`config.mk`:
```
export PLATFORM = sky130hd
export DESIGN_NAME = pool_engine
export DESIGN_NICKNAME = d
export VERILOG_FILES = /design/src/source/pool_pkg.sv /design/src/source/atom_deserializer.sv /design/src/source/pool_ctrl.sv /design/src/source/pool_engine.sv /design/src/source/pool_lanes.sv /design/src/source/result_writer.sv
export SDC_FILE = /design/constraint.sdc
export NUM_CORES = 2
export LEC_CHECK = 0
export BUFFER_PORTS_ARGS = -buffer_cell sky130_fd_sc_hd__buf_2
export CORE_MARGIN = 2
export CORE_UTILIZATION = 57
export CTS_CLUSTER_DIAMETER = 150
export DETAILED_ROUTE_END_ITERATION = 12
export PLACE_DENSITY = 0.87
export SKIP_CTS_REPAIR_TIMING = 1
export SYNTH_ARGS = -nofsm -noshare
export SYNTH_HDL_FRONTEND = slang
export SYNTH_SLANG_ARGS = --single-unit
```
`constraint.sdc`:
```
create_clock -name clk -period 6.4 [get_ports clk]
set_input_delay 0.32 -clock clk [delete_from_list [all_inputs] [get_ports clk]]
set_output_delay 0.32 -clock clk [all_outputs]
set_load 0.05 [all_outputs]
```
`src/source/pool_pkg.sv`:
```
package pool_pkg;

	// Atom geometry
	localparam int BURST_LEN   = 8;                  // Lanes per atom, words per burst
	localparam int BURST_SHIFT = $clog2(BURST_LEN);  // log2 of the burst length
	localparam int WORD_W      = 16;                 // Channel value width
	localparam int ADDR_W      = 30;                 // DMA word address width
	localparam int COUNT_W     = 8;                  // Window, atom and stride counts

	typedef logic [WORD_W-1:0] word_t;               // One channel value, signed for max
	typedef logic [ADDR_W-1:0] addr_t;               // Word address
	typedef logic [BURST_LEN*WORD_W-1:0] atom_t;     // Lane 0 sits in the low bits
	typedef logic [COUNT_W-1:0] count_t;

	// Operation codes follow the engine command encoding
	typedef enum logic [2:0] {
		OP_MAX = 3'd2,  // Max pooling
		OP_AVG = 3'd3   // Average pooling
	} pool_op_t;

	// Job sequencing
	typedef enum logic [1:0] {
		ST_IDLE,
		ST_READ,  // Reading windows, writeback overlaps
		ST_DONE
	} ctrl_state_t;

endpackage

```
`src/source/atom_deserializer.sv`:
```
`timescale 1ns/10ps

module atom_deserializer (
	input  logic            clk,
	input  logic            rst,
	input  logic            i_rd_we,
	input  pool_pkg::word_t i_rd_data,
	output logic            o_atom_valid,
	output pool_pkg::atom_t o_atom_data
);
	import pool_pkg::*;

	logic [BURST_SHIFT-1:0] word_cnt;  // Position inside the burst

	always_ff @(posedge clk or posedge rst) begin
		if (rst) begin
			word_cnt     <= '0;
			o_atom_valid <= 1'b0;
		end else begin
			o_atom_valid <= i_rd_we && (&word_cnt);  // Eighth word completes the atom
			if (i_rd_we) word_cnt <= word_cnt + 1'b1;
		end
	end

	// New words enter at the top, word 0 lands in lane 0 after a full burst
	always_ff @(posedge clk) begin
		if (i_rd_we) begin
			o_atom_data <= {i_rd_data, o_atom_data[BURST_LEN*WORD_W-1:WORD_W]};
		end
	end

endmodule

```
`src/source/pool_ctrl.sv`:
```
`timescale 1ns/10ps

module pool_ctrl (
	input  logic               clk,
	input  logic               rst,
	input  logic               i_start,
	input  pool_pkg::pool_op_t i_op,
	input  logic [1:0]         i_win_shift,
	input  pool_pkg::count_t   i_stride,
	input  pool_pkg::count_t   i_windows,
	input  pool_pkg::addr_t    i_data_addr,
	input  logic               i_rd_we,
	input  logic               i_atom_valid,
	input  logic               i_wr_busy,
	input  logic               i_wr_done,
	output logic               o_ready,
	output logic               o_rd_en,
	output pool_pkg::addr_t    o_rd_addr,
	output pool_pkg::pool_op_t o_op,
	output logic [1:0]         o_win_shift,
	output logic               o_atom_first,
	output logic               o_atom_last
);
	import pool_pkg::*;

	ctrl_state_t            state;
	ctrl_state_t            state_nxt;
	count_t                 stride_q;
	count_t                 windows_q;
	count_t                 last_atom;   // Index of the final atom in a window
	count_t                 rd_win;      // Windows fully read
	count_t                 rd_atom;     // Atom being read within the window
	count_t                 lane_atom;   // Atom arriving at the lanes
	count_t                 done_cnt;    // Windows fully written
	logic [BURST_SHIFT-1:0] rd_word;
	addr_t                  base_addr;   // First word of the window being read
	addr_t                  win_step;
	logic                   accept;
	logic                   win_end;
	logic                   reads_left;
	logic                   stall;
	logic                   res_pend;    // Window result still between reader and writer
	logic                   job_end;

	assign accept     = (state == ST_IDLE) && i_start && ((i_op == OP_MAX) || (i_op == OP_AVG));
	assign last_atom  = (count_t'(1) << o_win_shift) - count_t'(1);  // 2^shift atoms
	assign win_step   = addr_t'(stride_q) << BURST_SHIFT;             // Stride in words
	assign win_end    = i_rd_we && (&rd_word) && (rd_atom == last_atom);
	assign reads_left = (rd_win != windows_q);
	assign job_end    = i_wr_done && !reads_left && ((done_cnt + count_t'(1)) == windows_q);

	// Hold off the last atom while an earlier result still occupies the writer path
	assign stall   = (rd_word == '0) && (rd_atom == last_atom) && (i_wr_busy || res_pend);
	assign o_rd_en = (state == ST_READ) && reads_left && !stall;

	assign o_atom_first = (lane_atom == '0);
	assign o_atom_last  = (lane_atom == last_atom);

	always_comb begin
		state_nxt = state;
		case (state)
			ST_IDLE: begin
				if (accept) state_nxt = ST_READ;
			end
			ST_READ: begin
				if (job_end) state_nxt = ST_DONE;  // Final window written
			end
			default: state_nxt = ST_IDLE;         // ST_DONE lasts one cycle
		endcase
	end

	always_ff @(posedge clk or posedge rst) begin
		if (rst) begin
			state       <= ST_IDLE;
			o_ready     <= 1'b0;
			o_op        <= OP_MAX;
			o_win_shift <= '0;
			stride_q    <= '0;
			windows_q   <= '0;
			rd_win      <= '0;
			rd_atom     <= '0;
			rd_word     <= '0;
			lane_atom   <= '0;
			done_cnt    <= '0;
			res_pend    <= 1'b0;
		end else begin
			state <= state_nxt;
			if (accept) begin
				o_ready     <= 1'b0;
				o_op        <= i_op;
				o_win_shift <= i_win_shift;
				stride_q    <= i_stride;
				windows_q   <= i_windows;
				rd_win      <= '0;
				rd_atom     <= '0;
				rd_word     <= '0;
				lane_atom   <= '0;
				done_cnt    <= '0;
				res_pend    <= 1'b0;
			end else begin
				if (job_end) o_ready <= 1'b1;  // Held until the next accepted start
				if (i_rd_we) begin
					rd_word <= rd_word + 1'b1;  // Wraps per burst
					if (&rd_word) begin
						if (rd_atom == last_atom) begin
							rd_atom <= '0;
							rd_win  <= rd_win + count_t'(1);
						end else begin
							rd_atom <= rd_atom + count_t'(1);
						end
					end
				end
				if (win_end) res_pend <= 1'b1;
				else if (i_wr_busy) res_pend <= 1'b0;  // Writer has taken it
				if (i_atom_valid) lane_atom <= o_atom_last ? '0 : lane_atom + count_t'(1);
				if (i_wr_done) done_cnt <= done_cnt + count_t'(1);
			end
		end
	end

	// Read address walk, windows are re-read from their own base
	always_ff @(posedge clk) begin
		if (accept) begin
			base_addr <= i_data_addr;
			o_rd_addr <= i_data_addr;
		end else if (win_end) begin
			base_addr <= base_addr + win_step;
			o_rd_addr <= base_addr + win_step;  // Jump to the next window start
		end else if (i_rd_we) begin
			o_rd_addr <= o_rd_addr + addr_t'(1);
		end
	end

endmodule

```
`src/source/pool_engine.sv`:
```
`timescale 1ns/10ps

module pool_engine (
	input  logic               clk,
	input  logic               rst,
	// Job command
	input  logic               i_start,
	input  pool_pkg::pool_op_t i_op,
	input  logic [1:0]         i_win_shift,
	input  pool_pkg::count_t   i_stride,
	input  pool_pkg::count_t   i_windows,
	input  pool_pkg::addr_t    i_data_addr,
	input  pool_pkg::addr_t    i_result_addr,
	output logic               o_ready,
	// DMA read port
	output logic               o_rd_en,
	output pool_pkg::addr_t    o_rd_addr,
	input  logic               i_rd_we,
	input  pool_pkg::word_t    i_rd_data,
	// DMA write port
	output logic               o_wr_en,
	input  logic               i_wr_re,
	output logic               o_wr_valid,
	output pool_pkg::word_t    o_wr_data,
	output pool_pkg::addr_t    o_wr_addr
);
	import pool_pkg::*;

	logic       atom_valid;
	atom_t      atom_data;    // Deserialized burst
	logic       atom_first;
	logic       atom_last;
	pool_op_t   op;           // Latched job op
	logic [1:0] win_shift;
	logic       win_valid;
	atom_t      win_result;   // Reduced window, one word per lane
	logic       wr_busy;
	logic       wr_done;

	pool_ctrl u_ctrl (
		.clk          (clk),
		.rst          (rst),
		.i_start      (i_start),
		.i_op         (i_op),
		.i_win_shift  (i_win_shift),
		.i_stride     (i_stride),
		.i_windows    (i_windows),
		.i_data_addr  (i_data_addr),
		.i_rd_we      (i_rd_we),
		.i_atom_valid (atom_valid),
		.i_wr_busy    (wr_busy),
		.i_wr_done    (wr_done),
		.o_ready      (o_ready),
		.o_rd_en      (o_rd_en),
		.o_rd_addr    (o_rd_addr),
		.o_op         (op),
		.o_win_shift  (win_shift),
		.o_atom_first (atom_first),
		.o_atom_last  (atom_last)
	);

	atom_deserializer u_deser (
		.clk          (clk),
		.rst          (rst),
		.i_rd_we      (i_rd_we),
		.i_rd_data    (i_rd_data),
		.o_atom_valid (atom_valid),
		.o_atom_data  (atom_data)
	);

	pool_lanes u_lanes (
		.clk          (clk),
		.rst          (rst),
		.i_op         (op),
		.i_win_shift  (win_shift),
		.i_atom_valid (atom_valid),
		.i_atom_data  (atom_data),
		.i_atom_first (atom_first),
		.i_atom_last  (atom_last),
		.o_win_valid  (win_valid),
		.o_win_result (win_result)
	);

	// Address load on the raw strobe, jobs are only issued between jobs
	result_writer u_writer (
		.clk           (clk),
		.rst           (rst),
		.i_result_addr (i_result_addr),
		.i_start       (i_start),
		.i_win_valid   (win_valid),
		.i_win_result  (win_result),
		.i_wr_re       (i_wr_re),
		.o_wr_en       (o_wr_en),
		.o_wr_valid    (o_wr_valid),
		.o_wr_data     (o_wr_data),
		.o_wr_addr     (o_wr_addr),
		.o_busy        (wr_busy),
		.o_done        (wr_done)
	);

endmodule

```
`src/source/pool_lanes.sv`:
```
`timescale 1ns/10ps

module pool_lanes (
	input  logic               clk,
	input  logic               rst,
	input  pool_pkg::pool_op_t i_op,
	input  logic [1:0]         i_win_shift,
	input  logic               i_atom_valid,
	input  pool_pkg::atom_t    i_atom_data,
	input  logic               i_atom_first,
	input  logic               i_atom_last,
	output logic               o_win_valid,
	output pool_pkg::atom_t    o_win_result
);
	import pool_pkg::*;

	atom_t acc_q;    // Running max or sum per lane
	atom_t acc_nxt;
	atom_t res_nxt;  // Value to publish on the last atom

	for (genvar l = 0; l < BURST_LEN; l++) begin : g_lane
		word_t in_w;
		word_t acc_w;
		word_t sum_w;
		word_t max_w;
		word_t nxt_w;

		assign in_w  = i_atom_data[l*WORD_W +: WORD_W];
		assign acc_w = acc_q[l*WORD_W +: WORD_W];
		assign sum_w = acc_w + in_w;  // Wraps at 16 bits
		assign max_w = ($signed(in_w) > $signed(acc_w)) ? in_w : acc_w;
		assign nxt_w = i_atom_first ? in_w : ((i_op == OP_AVG) ? sum_w : max_w);

		assign acc_nxt[l*WORD_W +: WORD_W] = nxt_w;
		// Power-of-two window, so the mean is an arithmetic shift
		assign res_nxt[l*WORD_W +: WORD_W] = (i_op == OP_AVG) ?
			word_t'($signed(nxt_w) >>> i_win_shift) : nxt_w;
	end

	always_ff @(posedge clk or posedge rst) begin
		if (rst) begin
			o_win_valid <= 1'b0;
		end else begin
			o_win_valid <= i_atom_valid && i_atom_last;  // One cycle after the last atom
		end
	end

	always_ff @(posedge clk) begin
		if (i_atom_valid) begin
			acc_q <= acc_nxt;
			if (i_atom_last) o_win_result <= res_nxt;
		end
	end

endmodule

```
`src/source/result_writer.sv`:
```
`timescale 1ns/10ps

module result_writer (
	input  logic            clk,
	input  logic            rst,
	input  pool_pkg::addr_t i_result_addr,
	input  logic            i_start,
	input  logic            i_win_valid,
	input  pool_pkg::atom_t i_win_result,
	input  logic            i_wr_re,
	output logic            o_wr_en,
	output logic            o_wr_valid,
	output pool_pkg::word_t o_wr_data,
	output pool_pkg::addr_t o_wr_addr,
	output logic            o_busy,
	output logic            o_done
);
	import pool_pkg::*;

	atom_t                res_q;    // Window result being drained
	logic [BURST_SHIFT:0] wr_cnt;   // Words taken, BURST_LEN when empty
	logic                 take;     // Memory accepts one word

	// Top bit set means all lanes are out
	assign o_wr_en = !wr_cnt[BURST_SHIFT];
	assign take    = i_wr_re && o_wr_en;
	assign o_busy  = o_wr_en || o_wr_valid;  // Covers the final valid word

	always_ff @(posedge clk or posedge rst) begin
		if (rst) begin
			wr_cnt     <= {1'b1, {BURST_SHIFT{1'b0}}};  // Idle, nothing to write
			o_wr_valid <= 1'b0;
			o_done     <= 1'b0;
		end else begin
			o_wr_valid <= take;
			o_done     <= take && (&wr_cnt[BURST_SHIFT-1:0]);  // Eighth word
			if (i_win_valid) begin
				wr_cnt <= '0;
			end else if (take) begin
				wr_cnt <= wr_cnt + 1'b1;
			end
		end
	end

	always_ff @(posedge clk) begin
		if (i_win_valid) res_q <= i_win_result;
		if (take) begin
			o_wr_data <= res_q[wr_cnt[BURST_SHIFT-1:0]*WORD_W +: WORD_W];  // Lane k on k-th take
		end
	end

	// One result address per word, continuing across windows
	always_ff @(posedge clk) begin
		if (i_start) begin
			o_wr_addr <= i_result_addr;
		end else if (o_wr_valid) begin
			o_wr_addr <= o_wr_addr + addr_t'(1);
		end
	end

endmodule

```
Yosys cells after proc, flatten, opt, wreduce, memory -nomap -nowiden
Index checks and enable logic that the tools add are counted.
W data, S select, Z words.
{ "op_classes": {"n_addsub": 19, "n_lt_le_gt_ge": 8, "eq_ne": 10, "n_shift": 10, "muxes": 64, "n_reduce_logical": 41} }
{ "op_table": {"columns": ["operator", "count"], "rows": [
  ["$mux W16", 32],
  ["$mux W30", 7],
  ["$add A16 B16 Y16", 8],
  ["$gt A16 B16 Y1", 8],
  ["$shiftx A128 B8 Y16", 1],
  ["$sshr A16 B2 Y16", 8],
  ["$mux W8", 13],
  ["$add A30 B1 Y30 const B", 2],
  ["$add A8 B1 Y8 const B", 4],
  ["$add A30 B11 Y30", 1],
  ["$eq A8 B8 Y1", 3],
  ["$reduce_bool A2 Y1", 9],
  ["$logic_and A1 B1 Y1", 14],
  ["$reduce_and A3 Y1", 4],
  ["$eq A3 B2 Y1 const B", 3],
  ["$logic_not A8 Y1", 1],
  ["$mux W4", 2],
  ["$ne A8 B8 Y1", 1],
  ["$shl A1 B2 Y8 const A", 1],
  ["$sub A8 B1 Y8 const B", 1],
  ["$add A3 B1 Y3 const B", 2],
  ["$mux W3", 2],
  ["$reduce_and A2 Y1", 3],
  ["$reduce_bool A3 Y1", 2],
  ["other kinds (10)", 20]
]} }
{ "word_totals": {"ff_bits": 689, "input_bits": 102, "wordCells": 178} }

Depth between registers and ports, before layout
{ "depth": {"depth_word": 7, "depth_mapped": 14, "mapped_depth_nobuf": 13} }

Hierarchy
From an unflattened synthesis, not the netlist that was laid out.
{ "unflattened": {"hier_cells": 3895, "hier_area_um2": 41716.3} }
{ "by_module_without_submodules": {"columns": ["mod", "instances", "cells_each", "area_each_um2"], "rows": [
  ["pool_lanes", 1, 2598, 23341.1],
  ["result_writer", 1, 422, 7389.6],
  ["pool_ctrl", 1, 736, 6974.2],
  ["atom_deserializer", 1, 139, 4011.3]
]} }

Worst setup path after synthesis
OpenSTA, ideal clock, no wires.
{ "synth_timing": {"kind": "reg-to-reg", "start": "reg u_deser.o_atom_valid", "end": "reg u_ctrl.lane_atom[0]", "t_arrival_ns": 6.895, "required_ns": 6.266, "path_slack_ns": -0.629, "stages_incl_launch_ff": 5, "period_less_slack_ns": 7.029, "path_cell_list": "dfrtp_1 -> and2_1 -> or2_2 -> clkbuf_1 -> nor2_1"} }
{ "synth_between": {"elab_chain_cells": 1} }
{ "synth_lines": {"columns": ["element", "line_no", "source"], "rows": [
  ["start, declared", "atom_deserializer.sv:8", "output logic o_atom_valid,"],
  ["start signal, assigned", "atom_deserializer.sv:20", "o_atom_valid <= i_rd_we && (&word_cnt);"],
  ["$reduce_bool A2 Y1 (no line)", null, null],
  ["end signal, assigned", "pool_ctrl.sv:115", "if (i_atom_valid) lane_atom <= o_atom_last ? '0 : lane_atom + count_t'(1);"],
  ["end, declared", "pool_ctrl.sv:33", "count_t lane_atom;"]
]} }
Every way passes these cells.
A chain may end at the register's enable or synchronous reset.

Final worst setup path
{ "layout_timing": {"start": "reg u_ctrl.lane_atom[0]", "end": "reg u_lanes.o_win_result[68], data pin"} }
{ "layout_between": {"elab_chain_cells": 4} }
{ "layout_lines": {"columns": ["element", "line_no", "source"], "rows": [
  ["$logic_not A8 Y1 (*)", "pool_ctrl.sv:56", "assign o_atom_first = (lane_atom == '0);"],
  ["$mux W16 (*)", "pool_lanes.sv:32", "assign nxt_w = i_atom_first ? in_w : ((i_op == OP_AVG) ? sum_w : max_w);"],
  ["$sshr A16 B2 Y16", "pool_lanes.sv:37", "word_t'($signed(nxt_w) >>> i_win_shift) : nxt_w;"],
  ["$mux W16 (*)", "pool_lanes.sv:36", "assign res_nxt[l*WORD_W +: WORD_W] = (i_op == OP_AVG) ?"],
  ["named net u_lanes.res_nxt[68]", "pool_lanes.sv:19", "atom_t res_nxt;"],
  ["end signal, assigned", "pool_lanes.sv:51", "if (i_atom_last) o_win_result <= res_nxt;"],
  ["end, declared", "pool_lanes.sv:13", "output pool_pkg::atom_t o_win_result"]
]} }
The timed path passes the listed nets; every way through them passes the cells marked *.

==> flow_metrics.env <==
export IMPL_status="finished, violations left"
export IMPL_violations="negative hold slack"
export IMPL_rsz0062_at_grt="false"
export IMPL_die_y_um=271
export IMPL_numCtsBuffers=73
export IMPL_cts_buffer_depth=3
export IMPL_drc=0
export IMPL_clkLatencyLatePin_ns=0.65
export IMPL_design_power_total_uw=16000
export IMPL_hold_slack_ns=-0.0354
export IMPL_cp_required_ns=6.76
export IMPL_place_congestion=0.943
export IMPL_critPathKind="flip-flop to flip-flop"
export IMPL_vdd_drop_max_uv=331
export IMPL_crit_fanout=26
export IMPL_synth_edf_count=618
export IMPL_grt_pass1_vias=31635
export IMPL_skew_ns=0.0330
export IMPL_top_layer_used="met4"
export IMPL_firstDrtPassIters=8
export IMPL_synthTopCellsByArea="edfxtp_1 (46%), ha_1 (8.3%), dfrtp_1 (4.3%)"
export IMPL_ys_seq_area_share_pct=50.1
export IMPL_crit_top_cell="a21oi_1"
export IMPL_num_rows=97
export IMPL_synthDistinctLibCells=105
export IMPL_path_buf_inv=2
export IMPL_detail_route_iter0_violations=5220
export IMPL_crit_path_end_kind="flip-flop"
export IMPL_setup_viol=0
export IMPL_worst_pin_slew_ns=1.41
export IMPL_top_level_ports=182
export IMPL_synth_nets=4144
export IMPL_fin_cells=4922
export IMPL_synth_common_cells="edfxtp_1 (618), nor2_1 (319), inv_1 (294), ha_1 (270), nand2_1 (270)"
export IMPL_cts_tree="done"
export IMPL_post_drt_wl_per_cell_um=24.5
export IMPL_utilization_pct=64.4
export IMPL_met2WireLength_mm=54.0
export IMPL_cp_arrival_ns=5.40
export IMPL_yosysWarnings=0
export IMPL_critPathMaxStageDelay_ns=1.17
export IMPL_grt_first_pass_wirelength_mm=184
export IMPL_cp_start_kind="flip-flop"
export IMPL_syn_to_final_growth_pct=11.5
export IMPL_critical_path_slowest_cell="a222oi_1"
export IMPL_dieArea_mm2=0.0733
export IMPL_async_flop_share_pct=10.3
export IMPL_synthCells=3763
export IMPL_portBuffers=181
export IMPL_clock_sinks=689
export IMPL_holdCritPathClass="input pin to async pin"
export IMPL_overflow=0
export IMPL_max_freq_mhz=199
export IMPL_synth_top_cell_area_share_pct=45.7
export IMPL_slew_violations=0
export IMPL_syn_avg_cell_area_um2=10.8
export IMPL_ys_ff_latch=689
export IMPL_met3WireLength_mm=16.1
export IMPL_grt_max_degree=78
export IMPL_htree_levels=3
export IMPL_root_buffer="clkbuf_16"
export IMPL_leakage_uw=0.0173
export IMPL_clkTransAtPathRegs_ns=0.07
export IMPL_wl_met1_mm=43.1
export IMPL_crit_path_cell_trace="inv_1 > ha_1 > or4b_4 > nor2_1 > nor2_4 > buf_12 > a222oi_1 > a21oi_1 > a21oi_1 > o21ai_0"
export IMPL_cap_violations=0
export IMPL_powerDensity_mw_per_mm2=355
export IMPL_grt_usage_pct=32.2
export IMPL_drive_gt1_share_pct=12.2
export IMPL_dp_cells=4752
export IMPL_vias_per_cell=6.75
export IMPL_via_count=33206
export IMPL_hold_viol_final=72
export IMPL_die_x_um=271
export IMPL_nets=4301
export IMPL_wl_mm=121
export IMPL_initial_utilization_pct=57.7
export IMPL_critPathTopFamily="simple AND/OR/NAND/NOR gates"
export IMPL_core_mm2=0.0703
export IMPL_slew_headroom_pct=6.27
export IMPL_post_dp_hpwl_mm=80.5
export IMPL_antenna_left=0
export IMPL_setup_tns_ns=0
export IMPL_postSynth_topFlopCell="edfxtp_1"
export IMPL_period_needed_ns=5.03
export IMPL_synth_most_common_cell="edfxtp_1"
export IMPL_synth_top_area_cell="edfxtp_1"
export IMPL_syn_area_mm2=0.0406
export IMPL_antenna_found_initial=1
export IMPL_finalCritPeriodShare_pct=78.6
layout by cell type (no fill, tap or decap), types with 32 or more instances in the layout:
cell	netlist	layout
a211oi_1	50	50
a21oi_1	268	268
and3_1	34	34
buf_2	19	180
buf_4	2	43
clkbuf_16	0	75
dfrtp_1	69	64
dlygate4sd3_1	0	33
edfxtp_1	618	618
ha_1	270	270
inv_1	294	291
mux2i_1	35	35
mux4_2	32	32
nand2_1	270	268
nand3_1	81	80
nand4_1	36	36
nor2_1	319	315
nor2b_1	44	43
nor3_1	64	64
o21ai_0	187	186
o221ai_1	42	42
o22ai_1	64	64
xnor2_1	139	139
xor2_1	84	84
logic make-up after synthesis:
| family | synth area share (%) |
|---|---|
| AOI/OAI and AO/OA | 16.3 |
| xor gates and xnor gates | 4.81 |
| and+or+nand+nor | 11.9 |
| adders and majority gates | 8.77 |
| DFF | 50.1 |
| muxes | 3.50 |
| buffers and inverters | 4.56 |
worst paths after layout:
check	startpoint	end	slack, ns	depth (start not counted)
setup / recovery	u_ctrl.lane_atom[0]	u_lanes.o_win_result[68]	1.37	10
hold / removal	rst	u_ctrl.windows_q[4]	-0.04	3
setup reg to reg	u_ctrl.lane_atom[0]	u_lanes.o_win_result[68]	1.37	10
hold reg to reg	u_lanes.o_win_result[71]	u_writer.res_q[71]	0.41	0
max in group asynchronous	rst	u_deser.o_atom_valid	5.72	3
min in group clk	i_result_addr[25]	u_writer.o_wr_addr[25]	-0.02	3
sequential cells by signal, summed over array words and instances, names as in the netlist, 2 cells and up:
register              count
u_ctrl.base_addr         30
u_ctrl.done_cnt           8
u_ctrl.lane_atom          8
u_ctrl.o_op               3
u_ctrl.o_rd_addr         30
u_ctrl.o_win_shift        2
u_ctrl.rd_atom            8
u_ctrl.rd_win             8
u_ctrl.rd_word            3
u_ctrl.state              2
u_ctrl.stride_q           8
u_ctrl.windows_q          8
u_deser.o_atom_data     128
u_deser.word_cnt          3
u_lanes.acc_q           128
u_lanes.o_win_result    128
u_writer.o_wr_addr       30
u_writer.o_wr_data       16
u_writer.res_q          128
u_writer.wr_cnt           4
through the flow:
step	setup WS (ns)	instance area, um2
3_3_place_gp	2.28	42400
4_1_cts	1.76	44900
3_5_place_dp	2.09	42400
5_1_grt	1.38	45200
2_1_floorplan	0.673	40600
6_report	1.37	45200
worst register-to-register path, stage by stage (launching register included):
cell and delay [ns]:
dfrtp_1 0.44, inv_1 0.15, ha_1 0.23, or4b_4 0.53, nor2_1 0.97, nor2_4 0.37, buf_12 0.32, a222oi_1 1.18
a21oi_1 0.16, a21oi_1 0.24, o21ai_0 0.15
routing by layer:
metal / up-vias / GRT usage [%]
met2: 2739 / 50.2
met5: - / 0
li1: 14289 / -
met1: 15560 / 41.8
met4: 0 / 17.5
met3: 618 / 7.62
layout make-up:
type | count | area (um2)
fill | 4993 | 25100
multi-input combinational | 2598 | 18400
timing repair buffer | 261 | 1650
inverter | 297 | 1110
sequential | 689 | 20300
clock inverter | 45 | 522
clock buffer | 90 | 1960
antenna | 2 | 5.00
tap | 940 | 1180
where the power goes:
| part | switching (uW) | leakage, uW | internal (uW) |
|---|---|---|---|
| clock network | 1910 | 0.00119 | 2570 |
| logic | 3650 | 0.00952 | 1880 |
| registers | 443 | 0.00662 | 5580 |
| total | 6010 | 0.0173 | 10000 |
Power figures use the tool's default switching activity.
